**config.mk**
```make
export PLATFORM = sky130hd
export DESIGN_NAME = lvda
export DESIGN_NICKNAME = d
export VERILOG_FILES = /design/src/verilog/lvda_io_pkg.sv /design/src/verilog/lvda_pio_pkg.sv /design/src/verilog/lvda_timing.sv /design/src/verilog/input_filter.sv /design/src/verilog/address_decode.sv /design/src/verilog/interrupt_register.sv /design/src/verilog/data_serializer.sv /design/src/verilog/halt_control.sv /design/src/verilog/lvda.sv
export VERILOG_INCLUDE_DIRS = /design/src /design/src/verilog
export SDC_FILE = /design/constraint.sdc
export NUM_CORES = 1
export LEC_CHECK = 0
export BUFFER_PORTS_ARGS = -buffer_cell sky130_fd_sc_hd__buf_2
export CORE_MARGIN = 2
export CORE_UTILIZATION = 61
export DETAILED_ROUTE_END_ITERATION = 10
export GPL_ROUTABILITY_DRIVEN = 0
export PLACE_DENSITY = 0.91
export SETUP_SLACK_MARGIN = 0.2
export SKIP_LAST_GASP = 1
export SYNTH_ARGS = -nofsm -noshare
export SYNTH_HDL_FRONTEND = slang
export SYNTH_HIERARCHICAL = 1
export SYNTH_SLANG_ARGS = --single-unit
```
**constraint.sdc**
```tcl
create_clock -name sim_clk -period 1.7 [get_ports sim_clk]
set_input_delay 0.085 -clock sim_clk [delete_from_list [all_inputs] [get_ports sim_clk]]
set_output_delay 0.085 -clock sim_clk [all_outputs]
set_load 0.01 [all_outputs]
```
**src/verilog/lvda_defines.svh**
```systemverilog
`ifndef LVDA_DEFINES_SVH
`define LVDA_DEFINES_SVH

// Bit timing.
`define LVDA_BIT_DIV 4          // Clocks per serial bit and per filter sample.
`define LVDA_FILT_LEN 3         // Equal samples before a new level is taken.

// Computer interface widths.
`define LVDA_WORD_W 26
`define LVDA_ADDR_W 9

// ~~~~~~~~~~~~~~~~~~~~~~~~~~~~~~~~~~~~~~~~~~~~~~~~~~~~~~~~~~~~~~~~~~~~~~~~~~
// Process I/O address codes
// ~~~~~~~~~~~~~~~~~~~~~~~~~~~~~~~~~~~~~~~~~~~~~~~~~~~~~~~~~~~~~~~~~~~~~~~~~~
`define LVDA_ADDR_DIN_LO   9'h004
`define LVDA_ADDR_DIN_HI   9'h008
`define LVDA_ADDR_DIS      9'h010
`define LVDA_ADDR_INTR     9'h0A0
`define LVDA_ADDR_HALT_CLR 9'h0B4

`endif

```
**src/verilog/lvda_io_pkg.sv**
```systemverilog
package lvda_io_pkg;

    // Field side discrete groups.
    typedef logic [23:0] din_word_t;
    typedef logic [7:0]  dis_word_t;
    typedef logic [6:0]  intr_vec_t;

    // ~~~~~~~~~~~~~~~~~~~~~~~~~~~~~~~~~~~~~~~~~~~~~~~~~~~~~~~~~~~~~~~~~~~~~~
    // Bit-time phases
    // ~~~~~~~~~~~~~~~~~~~~~~~~~~~~~~~~~~~~~~~~~~~~~~~~~~~~~~~~~~~~~~~~~~~~~~

    // One hot, rotating w, x, y, z.
    typedef struct packed {
        logic w;
        logic x;
        logic y;
        logic z;
    } phase_t;

endpackage

```
**src/verilog/lvda_pio_pkg.sv**
```systemverilog
`include "lvda_defines.svh"

package lvda_pio_pkg;

    // Process I/O command from the computer.
    typedef struct packed {
        logic [`LVDA_ADDR_W-1:0] addr;
        logic                    strobe;    // One cycle.
    } pio_cmd_t;

    // ~~~~~~~~~~~~~~~~~~~~~~~~~~~~~~~~~~~~~~~~~~~~~~~~~~~~~~~~~~~~~~~~~~~~~~
    // Decoded functions
    // ~~~~~~~~~~~~~~~~~~~~~~~~~~~~~~~~~~~~~~~~~~~~~~~~~~~~~~~~~~~~~~~~~~~~~~

    // At most one pulse high.
    typedef struct packed {
        logic rd_din_lo;
        logic rd_din_hi;
        logic rd_dis;
        logic rd_intr;
        logic halt_clr;
    } pio_func_t;

    // Word sent back to the computer.
    typedef logic [`LVDA_WORD_W-1:0] lvdc_word_t;

endpackage

```
**src/verilog/lvda_timing.sv**
```systemverilog
`timescale 1ns/1ps
`default_nettype none
`include "lvda_defines.svh"

module lvda_timing (
    input  logic                sim_clk,
    input  logic                arst_n,
    output lvda_io_pkg::phase_t phase
);
    localparam int CW = $clog2(`LVDA_BIT_DIV);

    logic [CW-1:0] ph_cnt;

    always_ff @(posedge sim_clk or negedge arst_n) begin
        if (!arst_n) begin
            ph_cnt <= '0;   // Phase w.
        end else if (ph_cnt == CW'(`LVDA_BIT_DIV - 1)) begin
            ph_cnt <= '0;
        end else begin
            ph_cnt <= ph_cnt + 1'b1;
        end
    end

    // Strobe decode.
    always_comb begin
        phase.w = (ph_cnt == CW'(0));
        phase.x = (ph_cnt == CW'(1));
        phase.y = (ph_cnt == CW'(2));
        phase.z = (ph_cnt == CW'(3));
    end

endmodule
`default_nettype wire

```
**src/verilog/input_filter.sv**
```systemverilog
`timescale 1ns/1ps
`default_nettype none
`include "lvda_defines.svh"

module input_filter #(
    parameter type payload_t = logic
) (
    input  logic                sim_clk,
    input  logic                arst_n,
    input  lvda_io_pkg::phase_t phase,
    input  payload_t            raw,
    output payload_t            clean
);
    localparam int W  = $bits(payload_t);
    localparam int CW = $clog2(`LVDA_FILT_LEN);

    logic [W-1:0] meta;
    logic [W-1:0] sync;
    logic [W-1:0] filt;

    always_ff @(posedge sim_clk or negedge arst_n) begin
        if (!arst_n) begin
            meta <= '0;
            sync <= '0;
        end else begin
            meta <= raw;
            sync <= meta;
        end
    end

    // ~~~~~~~~~~~~~~~~~~~~~~~~~~~~~~~~~~~~~~~~~~~~~~~~~~~~~~~~~~~~~~~~~~~~~~
    // Per-bit agreement filter
    // ~~~~~~~~~~~~~~~~~~~~~~~~~~~~~~~~~~~~~~~~~~~~~~~~~~~~~~~~~~~~~~~~~~~~~~
    for (genvar i = 0; i < W; i++) begin : g_bit
        logic [CW-1:0] agree;   // Samples seen that differ from output.
        logic          q;

        always_ff @(posedge sim_clk or negedge arst_n) begin
            if (!arst_n) begin
                agree <= '0;
                q     <= 1'b0;
            end else if (phase.z) begin
                if (sync[i] == q) begin
                    agree <= '0;    // Transient gone.
                end else if (agree == CW'(`LVDA_FILT_LEN - 1)) begin
                    agree <= '0;
                    q     <= sync[i];
                end else begin
                    agree <= agree + 1'b1;
                end
            end
        end

        assign filt[i] = q;
    end

    assign clean = payload_t'(filt);

endmodule
`default_nettype wire

```
**src/verilog/address_decode.sv**
```systemverilog
`timescale 1ns/1ps
`default_nettype none
`include "lvda_defines.svh"

module address_decode (
    input  logic                    sim_clk,
    input  logic                    arst_n,
    input  lvda_pio_pkg::pio_cmd_t  pio,
    output lvda_pio_pkg::pio_func_t func
);
    import lvda_pio_pkg::*;

    pio_func_t func_next;

    // Address compare, only on a strobe.
    always_comb begin
        func_next = '0;
        if (pio.strobe) begin
            case (pio.addr)
                `LVDA_ADDR_DIN_LO: begin
                    func_next.rd_din_lo = 1'b1;
                end
                `LVDA_ADDR_DIN_HI: begin
                    func_next.rd_din_hi = 1'b1;
                end
                `LVDA_ADDR_DIS: begin
                    func_next.rd_dis = 1'b1;
                end
                `LVDA_ADDR_INTR: begin
                    func_next.rd_intr = 1'b1;
                end
                `LVDA_ADDR_HALT_CLR: begin
                    func_next.halt_clr = 1'b1;
                end
                default: begin
                    func_next = '0;     // Unknown code.
                end
            endcase
        end
    end

    always_ff @(posedge sim_clk or negedge arst_n) begin
        if (!arst_n) begin
            func <= '0;
        end else begin
            func <= func_next;  // Pulse one cycle after strobe.
        end
    end

endmodule
`default_nettype wire

```
**src/verilog/interrupt_register.sv**
```systemverilog
`timescale 1ns/1ps
`default_nettype none

module interrupt_register (
    input  logic                   sim_clk,
    input  logic                   arst_n,
    input  lvda_io_pkg::intr_vec_t intr,
    input  logic                   rd_intr,
    output lvda_io_pkg::intr_vec_t pending,
    output logic                   intc
);
    import lvda_io_pkg::*;

    intr_vec_t intr_d;
    intr_vec_t rise;
    intr_vec_t pend_next;

    assign rise = intr & ~intr_d;

    // New edges win over the read clear.
    assign pend_next = (rd_intr ? '0 : pending) | rise;

    always_ff @(posedge sim_clk or negedge arst_n) begin
        if (!arst_n) begin
            intr_d  <= '0;
            pending <= '0;
            intc    <= 1'b0;
        end else begin
            intr_d  <= intr;
            pending <= pend_next;
            intc    <= |pend_next;
        end
    end

endmodule
`default_nettype wire

```
**src/verilog/data_serializer.sv**
```systemverilog
`timescale 1ns/1ps
`default_nettype none
`include "lvda_defines.svh"

module data_serializer (
    input  logic                    sim_clk,
    input  logic                    arst_n,
    input  lvda_io_pkg::phase_t     phase,
    input  lvda_pio_pkg::pio_func_t func,
    input  lvda_io_pkg::din_word_t  din,
    input  lvda_io_pkg::dis_word_t  dis,
    input  lvda_io_pkg::intr_vec_t  pending,
    output logic                    data,
    output logic                    busy
);
    import lvda_io_pkg::*;
    import lvda_pio_pkg::*;

    localparam int NW = `LVDA_WORD_W;
    localparam int BW = $clog2(`LVDA_WORD_W);
    localparam int HW = $bits(din_word_t) / 2;

    lvdc_word_t    sel_word;
    lvdc_word_t    shreg;
    logic          rd_any;
    logic          armed;       // Word loaded and waiting for phase w.
    logic [BW-1:0] bit_cnt;

    assign rd_any = func.rd_din_lo | func.rd_din_hi | func.rd_dis | func.rd_intr;

    // ~~~~~~~~~~~~~~~~~~~~~~~~~~~~~~~~~~~~~~~~~~~~~~~~~~~~~~~~~~~~~~~~~~~~~~
    // Zero-extended word select
    // ~~~~~~~~~~~~~~~~~~~~~~~~~~~~~~~~~~~~~~~~~~~~~~~~~~~~~~~~~~~~~~~~~~~~~~
    always_comb begin
        sel_word = '0;
        if (func.rd_din_lo) begin
            sel_word = {{(NW - HW){1'b0}}, din[HW-1:0]};
        end else if (func.rd_din_hi) begin
            sel_word = {{(NW - HW){1'b0}}, din[2*HW-1:HW]};
        end else if (func.rd_dis) begin
            sel_word = {{(NW - $bits(dis_word_t)){1'b0}}, dis};
        end else if (func.rd_intr) begin
            sel_word = {{(NW - $bits(intr_vec_t)){1'b0}}, pending};
        end
    end

    always_ff @(posedge sim_clk or negedge arst_n) begin
        if (!arst_n) begin
            armed   <= 1'b0;
            busy    <= 1'b0;
            bit_cnt <= '0;
        end else if (busy) begin
            if (phase.w) begin
                if (bit_cnt == BW'(NW - 1)) begin
                    busy    <= 1'b0;    // Last bit done.
                    bit_cnt <= '0;
                end else begin
                    bit_cnt <= bit_cnt + 1'b1;
                end
            end
        end else if (phase.w && (armed || rd_any)) begin
            busy  <= 1'b1;
            armed <= 1'b0;
        end else if (rd_any) begin
            armed <= 1'b1;
        end
    end

    // Shift out MSB first.
    always_ff @(posedge sim_clk or negedge arst_n) begin
        if (!arst_n) begin
            shreg <= '0;
        end else if (!busy && rd_any) begin
            shreg <= sel_word;
        end else if (busy && phase.w) begin
            shreg <= {shreg[NW-2:0], 1'b0};
        end
    end

    assign data = shreg[NW-1];  // Empty once the last bit is out.

endmodule
`default_nettype wire

```
**src/verilog/halt_control.sv**
```systemverilog
`timescale 1ns/1ps
`default_nettype none

module halt_control (
    input  logic sim_clk,
    input  logic arst_n,
    input  logic hlt,
    input  logic halt_clr,
    input  logic cst,
    output logic halt,
    output logic cstn
);
    logic cst_m;
    logic cst_s;
    logic cst_d;
    logic cst_rise;

    assign cst_rise = cst_s & ~cst_d;

    always_ff @(posedge sim_clk or negedge arst_n) begin
        if (!arst_n) begin
            cst_m <= 1'b0;
            cst_s <= 1'b0;
            cst_d <= 1'b0;
            halt  <= 1'b0;
        end else begin
            cst_m <= cst;
            cst_s <= cst_m;
            cst_d <= cst_s;
            if (hlt) begin
                halt <= 1'b1;   // Halt line overrides clears.
            end else if (halt_clr || cst_rise) begin
                halt <= 1'b0;
            end
        end
    end

    assign cstn = ~cst_s;   // Start, two cycles late.

endmodule
`default_nettype wire

```
**src/verilog/lvda.sv**
```systemverilog
`timescale 1ns/1ps
`default_nettype none

module lvda (
    input  logic                   sim_clk,
    input  logic                   arst_n,
    input  lvda_pio_pkg::pio_cmd_t pio,
    input  lvda_io_pkg::din_word_t din_x,
    input  lvda_io_pkg::dis_word_t dis_x,
    input  lvda_io_pkg::intr_vec_t intr_x,
    input  logic                   hltx,
    input  logic                   cst,
    output logic                   data,
    output logic                   busy,
    output logic                   intc,
    output logic                   halt,
    output logic                   cstn
);
    import lvda_io_pkg::*;
    import lvda_pio_pkg::*;

    phase_t    phase;
    din_word_t din;
    dis_word_t dis;
    intr_vec_t intr;
    intr_vec_t pending;
    logic      hlt;
    pio_func_t func;

    lvda_timing u_timing (
        .sim_clk (sim_clk),
        .arst_n  (arst_n),
        .phase   (phase)
    );

    // ~~~~~~~~~~~~~~~~~~~~~~~~~~~~~~~~~~~~~~~~~~~~~~~~~~~~~~~~~~~~~~~~~~~~~~
    // Field input conditioning
    // ~~~~~~~~~~~~~~~~~~~~~~~~~~~~~~~~~~~~~~~~~~~~~~~~~~~~~~~~~~~~~~~~~~~~~~
    input_filter #(.payload_t(din_word_t)) u_din_filt (
        .sim_clk (sim_clk),
        .arst_n  (arst_n),
        .phase   (phase),
        .raw     (din_x),
        .clean   (din)
    );

    input_filter #(.payload_t(dis_word_t)) u_dis_filt (
        .sim_clk (sim_clk),
        .arst_n  (arst_n),
        .phase   (phase),
        .raw     (dis_x),
        .clean   (dis)
    );

    input_filter #(.payload_t(intr_vec_t)) u_intr_filt (
        .sim_clk (sim_clk),
        .arst_n  (arst_n),
        .phase   (phase),
        .raw     (intr_x),
        .clean   (intr)
    );

    input_filter #(.payload_t(logic)) u_hlt_filt (
        .sim_clk (sim_clk),
        .arst_n  (arst_n),
        .phase   (phase),
        .raw     (hltx),
        .clean   (hlt)
    );

    // ~~~~~~~~~~~~~~~~~~~~~~~~~~~~~~~~~~~~~~~~~~~~~~~~~~~~~~~~~~~~~~~~~~~~~~
    // Computer side
    // ~~~~~~~~~~~~~~~~~~~~~~~~~~~~~~~~~~~~~~~~~~~~~~~~~~~~~~~~~~~~~~~~~~~~~~
    address_decode u_decode (
        .sim_clk (sim_clk),
        .arst_n  (arst_n),
        .pio     (pio),
        .func    (func)
    );

    interrupt_register u_intr_reg (
        .sim_clk (sim_clk),
        .arst_n  (arst_n),
        .intr    (intr),
        .rd_intr (func.rd_intr),
        .pending (pending),
        .intc    (intc)
    );

    data_serializer u_serializer (
        .sim_clk (sim_clk),
        .arst_n  (arst_n),
        .phase   (phase),
        .func    (func),
        .din     (din),
        .dis     (dis),
        .pending (pending),
        .data    (data),
        .busy    (busy)
    );

    halt_control u_halt (
        .sim_clk  (sim_clk),
        .arst_n   (arst_n),
        .hlt      (hlt),
        .halt_clr (func.halt_clr),
        .cst      (cst),
        .halt     (halt),
        .cstn     (cstn)
    );

endmodule
`default_nettype wire

```
==> After elaboration in Yosys (flattened, before gate mapping) <==
Cells that the tools add are included.
{ "word_totals": {"register_bits": 259, "elab_cells": 440} }
{ "classes": {"n_addsub": 42, "eq_ne": 87, "muxes": 103, "bitwise": 50, "reduce_logical": 53} }
{ "ops": {"columns": ["cell", "n"], "rows": [
  ["2-bit two-way mux", 81],
  ["26-bit two-way mux", 5],
  ["3-bit AND reduction", 40],
  ["2-bit by 1-bit adder with 2-bit output (second input constant)", 41],
  ["2-bit equality test (second input constant)", 41],
  ["1-bit NOT", 43],
  ["1-bit equality test", 40],
  ["9-bit by 8-bit equality test with 1-bit output (second input constant)", 2],
  ["7-bit two-way mux", 2],
  ["1-bit two-way mux", 13],
  ["5-bit two-way mux", 2],
  ["9-bit by 3-bit equality test with 1-bit output (second input constant)", 1],
  ["9-bit by 4-bit equality test with 1-bit output (second input constant)", 1],
  ["9-bit by 5-bit equality test with 1-bit output (second input constant)", 1],
  ["7-bit AND", 1],
  ["7-bit NOT", 1],
  ["7-bit bitwise OR", 1],
  ["7-bit OR reduction", 1],
  ["2-bit nonzero test", 3],
  ["5-bit by 1-bit adder with 5-bit output (second input constant)", 1],
  ["5-bit equality test (second input constant)", 1],
  ["2-bit AND reduction", 2],
  ["1-bit logical AND", 3],
  ["1-bit bitwise OR", 3],
  ["4 further kinds", 5]
]} }

==> Longest topological paths before layout <==
{ "logic_depth": {"ltp_word": 7, "ltp_mapped": 6, "mapped_depth_nobuf": 5} }

==> By module <==
The synthesis kept the hierarchy.
{ "by_module_without_submodules": {"columns": ["mod", "instances", "cells_per_inst", "area_each_um2", "seq_area_each_um2"], "rows": [
  ["input_filter at u_din_filt", 1, 373, 4823.4, 3002.9],
  ["data_serializer", 1, 155, 1715.4, 825.8],
  ["input_filter at u_dis_filt", 1, 124, 1634.1, 1001.0],
  ["input_filter at u_intr_filt", 1, 108, 1406.3, 875.8],
  ["interrupt_register", 1, 40, 533.0, 375.4],
  ["address_decode", 1, 19, 240.2, 125.1],
  ["input_filter at u_hlt_filt", 1, 14, 188.9, 125.1],
  ["halt_control", 1, 8, 122.6, 100.1],
  ["lvda_timing", 1, 9, 111.4, 50.0]
]} }

==> Worst setup path before layout <==
No wires, ideal clock.
{ "synth_timing": {"path_type": "reg2reg", "start": "register u_timing.ph_cnt[0]", "end": "register u_din_filt.g_bit[1].q", "setup_time_ps": 125, "t_arrival_ps": 1486, "setup_slack_ps": 89, "path_stages_with_launch": 6, "n_path_buf": 2, "synth_period_minus_slack_ps": 1611, "cell_sequence": "dfrtp_1 > ha_1 > buf_6 > buf_6 > nand3b_1 > mux2_4"} }
{ "synth_rtl": {"columns": ["element", "line_no", "rtl"], "rows": [
  ["start: declaration", "lvda_timing.sv:12", "logic [CW-1:0] ph_cnt;"],
  ["start signal: assignment", "lvda_timing.sv:20", "ph_cnt <= ph_cnt + 1'b1;"],
  ["end signal: assignment", "input_filter.sv:47", "q <= sync[i];"],
  ["end: declaration", "input_filter.sv:36", "logic q;"]
]} }

==> flow_metrics.tcl <==
set metrics [dict create \
    cp_max_fo 25 \
    grt_pass1_wl_mm 37.3 \
    arrival_ns 2.11 \
    antenna_cells 0 \
    io_pins 58 \
    synth_fp_nets 905 \
    start_util 0.624 \
    tightest_slew_ns 0.417 \
    finalMaxSlewViolations 0 \
    min_period_ns 1.70 \
    cp.required_ns 2.11 \
    cts_sinks 259 \
    clock_path_buffers 3 \
    core_area_sq_mm 0.0172 \
    wirelength_mm 25.1 \
    viasPerCell 6.17 \
    irDropWorstVdd_uv 1120 \
    post-dp-hpwl_mm 12.4 \
    die_w_um 137 \
    cap_violations 0 \
    place_area_sq_mm 0.0111 \
    r2r-start "u_timing/ph_cnt[0]$_DFF_PN0_" \
    max_freq_mhz 588 \
    finalCritPeriodShare 1.00 \
    hold_slack_ns 0.0263 \
    cts_buffers 25 \
    yosysWarnings 6 \
    relSlewSlack 0.721 \
    path_depth 4 \
    ff_latch_area_sq_mm 0.00648 \
    fin_nets 1005 \
    first_pass_iters 5 \
    antenna_found_initial 0 \
    drive_above_1_share 0.222 \
    p_leak_nw 5.48 \
    grt_max_degree 71 \
    setup_viol 0 \
    crit_start "u_timing/ph_cnt[0]$_DFF_PN0_" \
    die_h_um 137 \
    setup-tns-final_ns 0 \
    path_delay_family "flip-flops" \
    clk_pin_slew_ns 0.07 \
    port-buffer-count 57 \
    fin_skew_ns 0.0214 \
    htreeDepth 1 \
    slowest_delay_ns 0.42 \
    grtUsageTotal 0.254 \
    cts_tree "yes" \
    endpoint_kind "register" \
    dp.cells 1076 \
    nFillCells 922 \
    cts_root_buffer "clkbuf_16" \
    crit_chain "ha_4 > buf_12 > or3b_1 > o22ai_1" \
    final_cell_area_sq_mm 0.0127 \
    grt_overflow 0 \
    drtIter0Drc 749 \
    crit_slowest_cell "dfrtp_1" \
    status "finished clean" \
    grt_pass1_vias 7223 \
    finalPower_mw 17.7 \
    min_path_cells 3 \
    die_area_sq_mm 0.0187 \
    holdCritStartpoint "pio[0]" \
    hold_class "input pin to register" \
    clk_latency_ns 0.53 \
    netlist_area_sq_mm 0.0108 \
    multiInputGateArea_sq_mm 0.00353 \
    wl_per_cell_um 21.1 \
    rr_worst_depth 4 \
    rsz0062_at_grt "yes" \
    finalWorstSetupSlack_ns 0.0000204 \
    powerDensity_mw_per_mm2 1390 \
    hold_viol 0 \
    path_buf_inv 1 \
    critPathLaunchType "register" \
    via_count 7333 \
    place_ws_ns 0.0791 \
    rows 48 \
    critical_path_class "register to register" \
    syn2layout_area_growth_pct 18.1 \
    netlist_instances 848 \
    fin_cells 1189 \
    syn_avg_cell_area_sq_um 12.7 \
    drtAntennaViolNets 0 \
    drc 0 \
    finish.utilization 0.737 \
]
[routing by layer]
| metal | GRT usage | wire length (um) | up-vias |
|---|---|---|---|
| li1 | - | - | 3161 |
| met1 | 0.331 | 9760 | 3685 |
| met2 | 0.423 | 12600 | 388 |
| met3 | 0.0411 | 1580 | 99 |
| met4 | 0.117 | 1220 | 0 |
| met5 | 0 | 0 | - |
[report_power, final]
part	internal [mW]	switching (mW)
clock network	3.08	2.31
registers	7.60	1.58
logic	1.73	1.36
[final cells by class]
type | count | area share
Sequential cell | 259 | 0.510
Multi-Input combinational cell | 422 | 0.278
Timing Repair Buffer | 146 | 0.0994
Clock buffer | 30 | 0.0523
Inverter | 94 | 0.0281
Tap cell | 225 | 0.0222
Clock inverter | 13 | 0.00975
[worst min-delay path, stage by stage]
cell and delay (ns):
buf_2 0.10, or3b_4 0.26, nor4_2 0.05
[placed cells by master (no fill, tap or decap), types with 3 or more instances in the layout]
cell type / instances
o22ai_1: 82
nor3_1: 4
nand2_1: 5
and3_1: 6
o21ai_0: 5
o2111ai_1: 3
clkbuf_1: 3
nand2b_1: 4
clkbuf_16: 28
xnor2_1: 40
clkinv_2: 8
a222oi_1: 4
or3_1: 4
inv_1: 93
nand3b_1: 81
a21oi_1: 3
a22o_1: 15
o22ai_2: 13
mux2_4: 5
clkinvlp_4: 3
o31ai_1: 7
mux2_2: 33
buf_6: 3
nand2b_2: 5
buf_2: 57
dfrtp_1: 258
buf_4: 21
or3b_1: 40
a221oi_1: 5
a21boi_0: 4
buf_12: 9
dlygate4sd3_1: 51
mux2i_1: 11
[state kept, by name, indices dropped and copies added, names as in the netlist, 8 cells and up]
register,cells
u_dis_filt/g_bit.q,8
u_din_filt/sync,24
u_dis_filt/g_bit.agree,16
u_din_filt/meta,24
u_intr_filt/g_bit.agree,14
u_din_filt/g_bit.q,24
u_serializer/shreg,26
u_din_filt/g_bit.agree,48
u_dis_filt/meta,8
u_dis_filt/sync,8
[worst paths after layout]
kind	end	slack [ns]
setup / recovery	u_din_filt/g_bit[6].agree[0]$_DFFE_PN0P_	0.00002
hold / removal	u_decode/func[0]$_DFF_PN0_	0.03
setup reg to reg	u_din_filt/g_bit[6].agree[0]$_DFFE_PN0P_	0.00002
hold reg to reg	u_dis_filt/sync[6]$_DFF_PN0_	0.34
max in group asynchronous	u_serializer/shreg[20]$_DFFE_PN0P_	1.01
min in group asynchronous	u_intr_filt/g_bit[4].agree[1]$_DFFE_PN0P_	0.04
[timing repair]
action,4_1_cts,5_1_grt
pin swaps,1,2
setup buffers,2,13
hold endpoints to repair,305,5
resized for setup,11,22
hold buffers,50,2
endpoints found under the setup margin,41,92
cloned,0,4
(Power assumes the default switching activity.)
